--- config.mk ---
export PLATFORM = sky130hd
export DESIGN_NAME = return_stack
export DESIGN_NICKNAME = d
export VERILOG_FILES = /design/src/hw/bpu_types_pkg.sv /design/src/hw/bpu_bus_pkg.sv /design/src/hw/return_stack.sv
export SDC_FILE = /design/constraint.sdc
export NUM_CORES = 1
export LEC_CHECK = 0
export BUFFER_PORTS_ARGS = -buffer_cell sky130_fd_sc_hd__buf_2
export CAP_MARGIN = 40
export CORE_MARGIN = 3
export CORE_UTILIZATION = 35
export DETAILED_ROUTE_END_ITERATION = 10
export SETUP_SLACK_MARGIN = 0.02
export SLEW_MARGIN = 20
export SYNTH_ARGS = -nofsm -noshare
export SYNTH_HDL_FRONTEND = slang
export SYNTH_SLANG_ARGS = --single-unit
export TNS_END_PERCENT = 5
--- constraint.sdc ---
create_clock -name clk -period 5.39 [get_ports clk]
set_input_delay 0.539 -clock clk [delete_from_list [all_inputs] [get_ports clk]]
set_output_delay 0.539 -clock clk [all_outputs]
set_load 0.01 [all_outputs]
--- src/hw/bpu_types_pkg.sv ---
// branch kinds, table line format and default sizes shared by the branch prediction unit
package bpu_types_pkg;

  // default geometry that bpu_top passes down
  localparam int DEF_INDEX_BITS  = 8;
  localparam int DEF_TAG_BITS    = 10;
  localparam int DEF_RAS_DEPTH   = 8;
  localparam int DEF_QUEUE_DEPTH = 8;

  // encoding follows the execute stage
  typedef enum logic [1:0] {
    JK_BRANCH   = 2'b00,
    JK_CALL     = 2'b01, // bl
    JK_RETURN   = 2'b10, // jirl through ra
    JK_INDIRECT = 2'b11
  } jump_kind_e;

  // one line of the target buffer plus its counter
  typedef struct packed {
    logic                    valid;
    jump_kind_e              kind;
    logic [DEF_TAG_BITS-1:0] tag;
    logic [29:0]             target; // word address
    logic [1:0]              cnt;    // 2 and up predicts taken
  } btb_entry_t;

endpackage

--- src/hw/bpu_bus_pkg.sv ---
// structs for the execute resolve reports and the prediction handed back to fetch
package bpu_bus_pkg;

  import bpu_types_pkg::*;

  // one resolved instruction from an execute slot
  typedef struct packed {
    logic        valid;    // real branch and not an exception or ertn
    logic        flush;    // execute flushes the pipe
    logic [31:0] pc;
    logic        taken;
    logic        pred_hit; // fetch marked it as a jump
    logic        dir_miss; // execute redirects on its own
    logic [31:0] target;
    jump_kind_e  kind;
  } resolve_t;

  // answer for the current fetch group
  typedef struct packed {
    logic [31:0] next_pc;
    logic [3:0]  slot_valid;
    logic [3:0]  slot_jump; // one-hot or zero
  } fetch_pred_t;

endpackage

--- src/hw/return_stack.sv ---
// circular return address stack, pushed by resolved calls and popped by resolved returns
module return_stack
  import bpu_types_pkg::*, bpu_bus_pkg::*;
#(
  parameter int RAS_DEPTH = DEF_RAS_DEPTH
) (
  input  logic        clk,
  input  logic        reset,
  input  resolve_t    res1,
  input  resolve_t    res2,
  input  logic        no_pop1,
  input  logic        no_pop2,
  output logic [29:0] top,
  output logic        empty
);

  localparam int PTR_BITS = $clog2(RAS_DEPTH);
  localparam int CNT_BITS = $clog2(RAS_DEPTH + 1);

  logic [29:0]         stack_q [RAS_DEPTH];
  logic [PTR_BITS-1:0] ptr_q; // next free slot
  logic [PTR_BITS-1:0] ptr_mid;
  logic [PTR_BITS-1:0] ptr_d;
  logic [CNT_BITS-1:0] cnt_q;
  logic [CNT_BITS-1:0] cnt_mid;
  logic [CNT_BITS-1:0] cnt_d;
  logic                push1;
  logic                push2;
  logic                pop1;
  logic                pop2;

  function automatic logic [PTR_BITS-1:0] ptr_inc(input logic [PTR_BITS-1:0] p);
    return (p == PTR_BITS'(RAS_DEPTH - 1)) ? '0 : p + 1'b1;
  endfunction

  function automatic logic [PTR_BITS-1:0] ptr_dec(input logic [PTR_BITS-1:0] p);
    return (p == '0) ? PTR_BITS'(RAS_DEPTH - 1) : p - 1'b1;
  endfunction

  assign push1 = res1.valid && res1.taken && (res1.kind == JK_CALL);
  assign push2 = res2.valid && res2.taken && (res2.kind == JK_CALL);
  assign pop1  = res1.valid && res1.taken && (res1.kind == JK_RETURN) && !no_pop1;
  assign pop2  = res2.valid && res2.taken && (res2.kind == JK_RETURN) && !no_pop2;

  // res1 first, then res2 on top of it
  always_comb
  begin
    ptr_mid = ptr_q;
    cnt_mid = cnt_q;
    if (push1)
    begin
      ptr_mid = ptr_inc(ptr_q);
      if (cnt_q != CNT_BITS'(RAS_DEPTH))
        cnt_mid = cnt_q + 1'b1; // full stack overwrites the oldest
    end
    else if (pop1 && cnt_q != '0)
    begin
      ptr_mid = ptr_dec(ptr_q);
      cnt_mid = cnt_q - 1'b1;
    end
    ptr_d = ptr_mid;
    cnt_d = cnt_mid;
    if (push2)
    begin
      ptr_d = ptr_inc(ptr_mid);
      if (cnt_mid != CNT_BITS'(RAS_DEPTH))
        cnt_d = cnt_mid + 1'b1;
    end
    else if (pop2 && cnt_mid != '0)
    begin
      ptr_d = ptr_dec(ptr_mid);
      cnt_d = cnt_mid - 1'b1;
    end
  end

  always_ff @(posedge clk)
  begin
    if (reset)
    begin
      ptr_q <= '0;
      cnt_q <= '0;
    end
    else
    begin
      ptr_q <= ptr_d;
      cnt_q <= cnt_d;
    end
  end

  always_ff @(posedge clk)
  begin
    if (push1)
      stack_q[ptr_q] <= res1.pc[31:2] + 30'd1;
    if (push2)
      stack_q[ptr_mid] <= res2.pc[31:2] + 30'd1;
  end

  assign top   = stack_q[ptr_dec(ptr_q)];
  assign empty = (cnt_q == '0);

endmodule

==> impl_metrics.toml, run 1 <==
[finish]
area_delta_synth_final_pct = 14.3
layout.cells.non_filler = 1555
drive_above_1_share_pct = 26.8
fin_nets = 1181

[logic_synthesis]
synth.net_count = 1078
yosysTopAreaCell = "edfxtp_1"
syn_avg_cell_area_um2 = 15.1
synthAdderAreaFrac_pct = 1.08
synth_edf_count = 240
synth_top_family_by_area = "multiplexers"
synth_xor_area_share_pct = 3.67
postSynthCellCount = 920
synth_most_common_cell = "edfxtp_1"
ys.flop_type = "edfxtp_1"
ys_ff_latch = 247
yosys-top-cells-count = "edfxtp_1, mux2i_1, mux4_2, xor2_1, nand2_1"
ys.warnings.count = 0
netlist_area_um2 = 13900
yosys.area_share.simple_pct = 7.16
synthTopCellsByArea = "edfxtp_1, mux2i_1, mux4_2"
synthMuxAreaShare_pct = 29.9
synth_cell_types = 61
synthArstFlopShare_pct = 0
ys_seq_area_share_pct = 53.0
synth-compound-area-share_pct = 2.33
synth_top_area_share_pct = 52.0

[global_routing]
grt_pass1_vias = 8777
grt_use_total_pct = 17.6
grt_pass1_wl_mm = 55.6
grt_max_degree = 61
antenna_found_initial = 1
grt-ovfl-total = 0

[setup_path]
crit_required_ns = 5.56
crit_path_top_delay_cell = "or3_2"
endpoint = "stack_q[0][18]$_DFFE_PP_"
r2r_end = "stack_q[0][18]$_DFFE_PP_"
critPathKind = "reg2reg"
reg2reg_slack_ns = 1.40
critPathMaxStageDelay_ns = 0.86
cp_common_cell = "buf_4"
rr_startpoint = "cnt_q[0]$_SDFF_PP0_"
r2r_cells = 10
end_kind = "flop"
critPathLaunch = "cnt_q[0]$_SDFF_PP0_"
cp_data_arrival_time_ns = 4.16
worstPathCellList = "inv_1 -> ha_1 -> nor3b_2 -> or3_1 -> mux2i_1 -> o21ai_1 -> buf_4 -> or3_2 -> o31ai_4 -> buf_4"
critPathLaunchType = "flop"
path_max_fanout = 30

[clock_network]
cts_tree = "built"
cts-root-buf = "clkbuf_16"
post_cts_resized = 0
clkTransAtPathRegs_ns = 0.06
cts_buffers = 28
clock_path_buffers = 3
cts_setup_buffers = 0
htreeDepth = 1
cts_num_sinks = 247
hold_buffers = 0
clk_latency_ns = 0.53

[floorplanning]
placementRows = 72
die_area_um2 = 42000
fp.coreArea_um2 = 38900
io_pins = 177
die_h_um = 205
start_util_pct = 35.6
die_w_um = 205

[drt]
vias = 8449
drtIter0Drc = 664
viasPerCell = 5.43
drcViolationCount = 0
wl_mm = 37.0
drtPass1Iterations = 5
ant_nets = 0
wl_per_cell_um = 23.8

[timing]
setup_viol = 0
timing.fmax_mhz = 251
worst_pin_slew_ns = 0.833
hold_viol = 0
drv_slew = 0
worst_slack_ns = 1.40
whs_ns = 0.285
slew_headroom_pct = 44.1
clock_skew_ns = 0.00748
rsz0062_at_grt = "false"
min_period_over_period_pct = 74.0
min_period_ns = 3.99
setup-tns-final_ns = 0

[placed_design]
dp_slack_ns = 1.14
dpl.cell_count = 1511
gp_congestion = 0.759
io_buffers = 102
dp_hpwl_mm = 22.7

[min_path]
hp-class = "in2reg"

[power]
powerDensity_nw_per_um2 = 274
ir_drop_mv = 0.214
total_power_w = 0.00433
p_leak_nw = 5.66

[status]
outcome = "finished clean"

[flow_run]
maxCapViolCount = 0
-- per-layer routing --
metal	wire length [um]	share of wire, %	track usage [%]	up-vias
met1	15900	43	23.0	4334
li1	-	-	-	3875
met5	0	0	0	-
met2	18800	51	31.1	192
met4	753	2.0	4.42	0
met3	1570	4.3	2.29	48
-- cell type report --
cell class                 instances  area, um2
multi-input combinational        608       6240
antenna                            1       2.50
timing repair buffer             127        738
clock buffer                      37        756
clock inverter                     6       55.1
fill                            3589      23100
tap                              518        648
sequential                       247       7350
inverter                          11       41.3
-- power by group --
part           internal [W]  total, W  switching (W)
clock network       0.00102   0.00175       0.000730
logic              0.000184  0.000447       0.000263
registers           0.00213   0.00214     0.00000731
total               0.00333   0.00433        0.00100
-- critical path: cells and delay by family, from the launching register on --
kind            cells  cell delay (ns)
compound gates      2             0.29
fa+ha+maj           1             0.24
buf+inv             3             0.85
flops               1             0.36
mux                 1             0.23
simple gates        3             1.64
-- how the worst min path moves through the flow --
stage	start	to	slack [ns]	cells after the start
after floorplan	reset	cnt_q[1]$_SDFF_PP0_	0.61	1
after global placement	cnt_q[0]$_SDFF_PP0_	cnt_q[0]$_SDFF_PP0_	0.80	3
after detailed placement	cnt_q[0]$_SDFF_PP0_	cnt_q[3]$_SDFF_PP0_	0.80	3
after CTS	reset	cnt_q[1]$_SDFF_PP0_	0.27	2
after global routing	reset	ptr_q[2]$_SDFF_PP0_	0.30	2
final	reset	cnt_q[1]$_SDFF_PP0_	0.29	2
-- cell usage in the layout, fill, tap and decap left out, types with 3 or more instances in the layout --
cell / netlist / routed
nand4_1: 18 / 18
and4_1: 13 / 13
o21ai_4: 0 / 3
and4b_1: 3 / 3
edfxtp_1: 240 / 240
ha_1: 12 / 11
xor2_1: 36 / 36
mux2_1: 5 / 5
dfxtp_1: 7 / 7
clkbuf_1: 23 / 8
nand4b_1: 5 / 5
o211ai_1: 4 / 4
nand2b_1: 3 / 3
or3_1: 5 / 4
o21ai_0: 8 / 5
nor3_1: 8 / 8
or4_1: 3 / 3
and3_1: 9 / 9
o21bai_4: 0 / 3
mux4_2: 60 / 60
mux2_2: 33 / 33
inv_1: 11 / 11
xnor2_1: 22 / 22
buf_4: 1 / 22
buf_2: 12 / 102
nor2_1: 21 / 21
nand3_1: 23 / 22
clkbuf_16: 0 / 29
clkinv_1: 0 / 3
mux2i_1: 236 / 236
nand2_1: 34 / 34
-- state kept, by name (all words and copies together) (netlist names) --
signal and count:
ptr_q 3, stack_q 240, cnt_q 4
-- cells by family after synthesis --
family,after synthesis
and+or+nand+nor,164
adders and majority gates,12
DFF,247
buffers and inverters,65
muxes,334
xor gates and xnor gates,58
AOI/OAI and AO/OA,40
-- metrics by stage --
step,cell area [um2],util (%)
after global placement,15000,38.5
final,15800,40.7
after CTS,15800,40.7
after global routing,15800,40.7
after floorplan,13900,-
after detailed placement,15000,38.6
Note: power is estimated with default switching activity, not from simulation.
==> run 2, diff against run 1 <==
clock period = 4.1 ns   (was 5.39 ns; I/O delays follow)
==> impl_metrics.toml, run 2 (same netlist as run 1, synthesis figures left out) <==
[status]
outcome = "finished clean"

[finish]
drive_above_1_share_pct = 28.0
mostFrequentLayoutCells = "edfxtp_1, mux2i_1, buf_2, mux4_2, xor2_1"
n_antenna_cell = 0
area_delta_synth_final_pct = 16.1
nFillCells = 3644
regArea_um2 = 7350
fin_nets = 1194
layout_commonest_cell = "edfxtp_1"
largest_reg_flops = 240
top_regs = "stack_q x240, cnt_q x4, ptr_q x3"
max_flop_register = "stack_q"
final_util_pct = 41.3
multi_input_area_um2 = 6240

[setup_path]
critPathKind = "reg2out"
critPathMaxStageDelay_ns = 0.72
crit_required_ns = 3.69
path_max_fanout = 48
critPathLaunchType = "flop"
crit_path_top_delay_cell = "buf_4"
cp_data_arrival_time_ns = 3.45
end_kind = "output port"
worstPathCellList = "inv_1 -> ha_2 -> buf_4 -> mux4_2 -> mux2_2 -> buf_2"

[drt]
wl_mm = 37.6
drcViolationCount = 0
drtPass1Iterations = 5
drtIter0Drc = 671
vias = 8589
ant_nets = 0
wl_per_cell_um = 23.9
viasPerCell = 5.45

[timing]
clock_skew_ns = 0.0139
timing.fmax_mhz = 259
hold_viol = 0
min_period_over_period_pct = 94.3
setup_viol = 0
rsz0062_at_grt = "false"
slew_headroom_pct = 43.1
min_period_ns = 3.86
setup-tns-final_ns = 0
drv_slew = 0
worst_pin_slew_ns = 0.853

[clock_network]
cts_num_sinks = 247
htreeDepth = 1
post_cts_resized = 0
clk_latency_ns = 0.55
cts-root-buf = "clkbuf_16"
clock_path_buffers = 3
cts_tree = "built"
cts_buffers = 28
cts_setup_buffers = 0
clkTransAtPathRegs_ns = 0.06
hold_buffers = 0

[global_routing]
grt_pass1_wl_mm = 56.3
grt-busiest-layer = "met2"
grt_use_total_pct = 17.9
met1_usage_pct = 24.3
grt_util_met3_pct = 1.92
grt-ovfl-total = 0
grt_pass1_vias = 8770
antenna_found_initial = 0
grtUsageMet2_pct = 31.2
grt_max_degree = 61

[min_path]
hp-class = "in2reg"

[power]
p_leak_nw = 5.77
ir_drop_mv = 0.329
powerDensity_nw_per_um2 = 362

[floorplanning]
fp.coreArea_um2 = 38900
placementRows = 72
start_util_pct = 35.6
die_area_um2 = 42000
die_h_um = 205
die_w_um = 205
io_pins = 177

[placed_design]
gp_congestion = 0.757
dp_hpwl_mm = 23.5
io_buffers = 102

[flow_run]
maxCapViolCount = 0
run 2: final cells by class:
class | count | area share, %
Sequential cell | 247 | 45.7
Multi-Input combinational cell | 608 | 38.8
Timing Repair Buffer | 140 | 5.75
Clock buffer | 37 | 4.70
Tap cell | 518 | 4.03
Clock inverter | 14 | 0.739
Inverter | 11 | 0.257
run 2: power by group:
| part | internal, W | switching, W |
|---|---|---|
| sequential | 0.00280 | 0.00000991 |
| clock | 0.00141 | 0.000997 |
| combinational | 0.000246 | 0.000351 |
| total | 0.00446 | 0.00136 |
run 2: final timing paths:
kind	startpoint	endpoint	slack [ns]	cells past startpoint
worst max-delay path	ptr_q[1]$_SDFF_PP0_	top[10]	0.24	6
worst min-delay path	reset	ptr_q[2]$_SDFF_PP0_	0.15	2
worst max register to register	cnt_q[0]$_SDFF_PP0_	stack_q[7][8]$_DFFE_PP_	0.54	10
worst min register to register	cnt_q[0]$_SDFF_PP0_	cnt_q[0]$_SDFF_PP0_	0.80	3
run 2: worst max-delay path: cells and delay by family (launching register included):
family                     cells  cell delay, ns
adders and majority gates      1            0.61
DFF                            1            0.51
buffers and inverters          3            1.03
muxes                          2            0.74
run 2: through the flow:
stage	power, W	cells	hold slack, ns	setup slack, ns	area, um2
after detailed placement	0.00346	1524	0.695	0.386	15200
final	0.00582	1575	0.154	0.235	16100
after floorplan	0.00323	920	0.479	0.213	13900
after CTS	0.00587	1575	0.126	0.154	16100
after global routing	0.00603	1575	0.143	0.0510	16100
after global placement	0.00345	1523	0.690	0.410	15200
run 2: routing by layer:
layer / vias to the layer above / wire length (um)
met1: 4446 / 16800
met2: 196 / 19000
li1: 3916 / -
met4: 0 / 448
met3: 31 / 1420
met5: - / 0
==> run 3, diff against run 2 <==
CORE_MARGIN = 4   (was 3)
==> impl_metrics.toml, run 3 (same netlist as run 1, synthesis figures left out) <==
[power]
powerDensity_nw_per_um2 = 357
ir_drop_mv = 0.287
p_leak_nw = 5.79

[floorplanning]
start_util_pct = 35.6
io_pins = 177
die_w_um = 207
die_h_um = 207
fp.coreArea_um2 = 38900
placementRows = 72
die_area_um2 = 42800

[setup_path]
cp_data_arrival_time_ns = 3.24
rr_startpoint = "cnt_q[0]$_SDFF_PP0_"
path_max_fanout = 60
crit_required_ns = 3.69
critPathLaunchType = "flop"
critPathMaxStageDelay_ns = 0.59
critPathLaunch = "ptr_q[1]$_SDFF_PP0_"
end_kind = "output port"
critPathKind = "reg2out"
worstPathCellList = "inv_1 -> ha_2 -> a21oi_4 -> buf_12 -> mux4_2 -> mux2_2 -> buf_2"
crit_path_top_delay_cell = "mux4_2"

[finish]
top_regs = "stack_q x240, cnt_q x4, ptr_q x3"
drive_above_1_share_pct = 28.3
largest_reg_flops = 240
layout_commonest_cell = "edfxtp_1"
mostFrequentLayoutCells = "edfxtp_1, mux2i_1, buf_2, mux4_2, xor2_1"
fin_nets = 1197
max_flop_register = "stack_q"
area_delta_synth_final_pct = 16.3
final_util_pct = 41.4

[flow_run]
maxCapViolCount = 0

[clock_network]
htreeDepth = 1
cts_tree = "built"
cts_setup_buffers = 0
clock_path_buffers = 3
clk_latency_ns = 0.55
clkTransAtPathRegs_ns = 0.06
hold_buffers = 0
cts_buffers = 28
post_cts_resized = 0
cts-root-buf = "clkbuf_16"
cts_num_sinks = 247

[drt]
wl_per_cell_um = 23.8
drtPass1Iterations = 5
drcViolationCount = 0
drtIter0Drc = 538
ant_nets = 0
viasPerCell = 5.42
vias = 8554
wl_mm = 37.6

[placed_design]
dp_slack_ns = 0.432
io_buffers = 102
dp_hpwl_mm = 23.6
gp_congestion = 0.737

[timing]
worst_slack_ns = 0.447
worst_pin_slew_ns = 0.920
timing.fmax_mhz = 274
whs_ns = 0.159
slew_headroom_pct = 38.5
hold_viol = 0
setup_viol = 0
min_period_ns = 3.65
setup-tns-final_ns = 0
min_period_over_period_pct = 89.1
clock_skew_ns = 0.0169
drv_slew = 0
rsz0062_at_grt = "false"

[global_routing]
grt_max_degree = 61
grt_pass1_wl_mm = 56.5
grt-ovfl-total = 0
grt_use_total_pct = 17.4
antenna_found_initial = 1
grt_pass1_vias = 8937

[min_path]
hp-class = "in2reg"
holdCritStartpoint = "reset"

[status]
outcome = "finished clean"
[run 3: cell count changes in the layout (fill, tap and decap cells not counted), sizes merged]
cell,delta
clkinvlp,+1
diode,+1
clkbuf,-2
bufinv,-1
clkinv,+1
buf,+3
[run 3: report_power, final]
group	internal (W)	switching [W]	leakage (nW)	total (W)
Clock	0.00132	0.00102	0.407	0.00234
Sequential	0.00280	0.0000100	2.22	0.00281
Combinational	0.000253	0.000350	3.16	0.000603
Total	0.00437	0.00138	5.79	0.00575
[run 3: worst max-delay path, delay by kind of cell, from the launching register on]
kind,cells,cell delay [ns]
flip-flops,1,0.50
buffers and inverters,3,0.75
adder cells (fa/ha/maj),1,0.23
AO/OA/AOI/OAI,1,0.22
multiplexers,2,0.90
[run 3: path summary, 6_finish.rpt]
check,endpoint,slack [ns],cells past startpoint
max reg2reg,stack_q[0][1]$_DFFE_PP_,0.53,9
min reg2reg,cnt_q[3]$_SDFF_PP0_,0.78,3
max,top[16],0.45,7
min,ptr_q[2]$_SDFF_PP0_,0.16,2
[run 3: final cells by class]
| class | count | area, um2 |
|---|---|---|
| multi-input cells | 608 | 6240 |
| repair buffers | 143 | 986 |
| clock buffers | 35 | 727 |
| inverters | 11 | 41.3 |
| diodes | 1 | 2.50 |
| fillers | 3578 | 22800 |
| clock inverters | 15 | 114 |
| well taps | 518 | 648 |
| flip-flops and latches | 247 | 7350 |
[run 3: per-stage QoR]
step	cell area (um2)	power, W	std cells
2_1_floorplan	13900	0.00323	920
5_1_grt	16100	0.00596	1578
3_5_place_dp	15300	0.00347	1527
4_1_cts	16100	0.00581	1577
3_3_place_gp	15200	0.00345	1523
6_report	16100	0.00575	1578
[run 3: layer usage]
metal	track usage, %	share of wire, %	up-vias	wire, um
met1	23.8	44	4417	16500
met2	30.2	50	179	18800
met3	2.11	4.4	37	1670
met4	3.49	1.5	0	568
li1	-	-	3921	-
met5	0	0	-	0
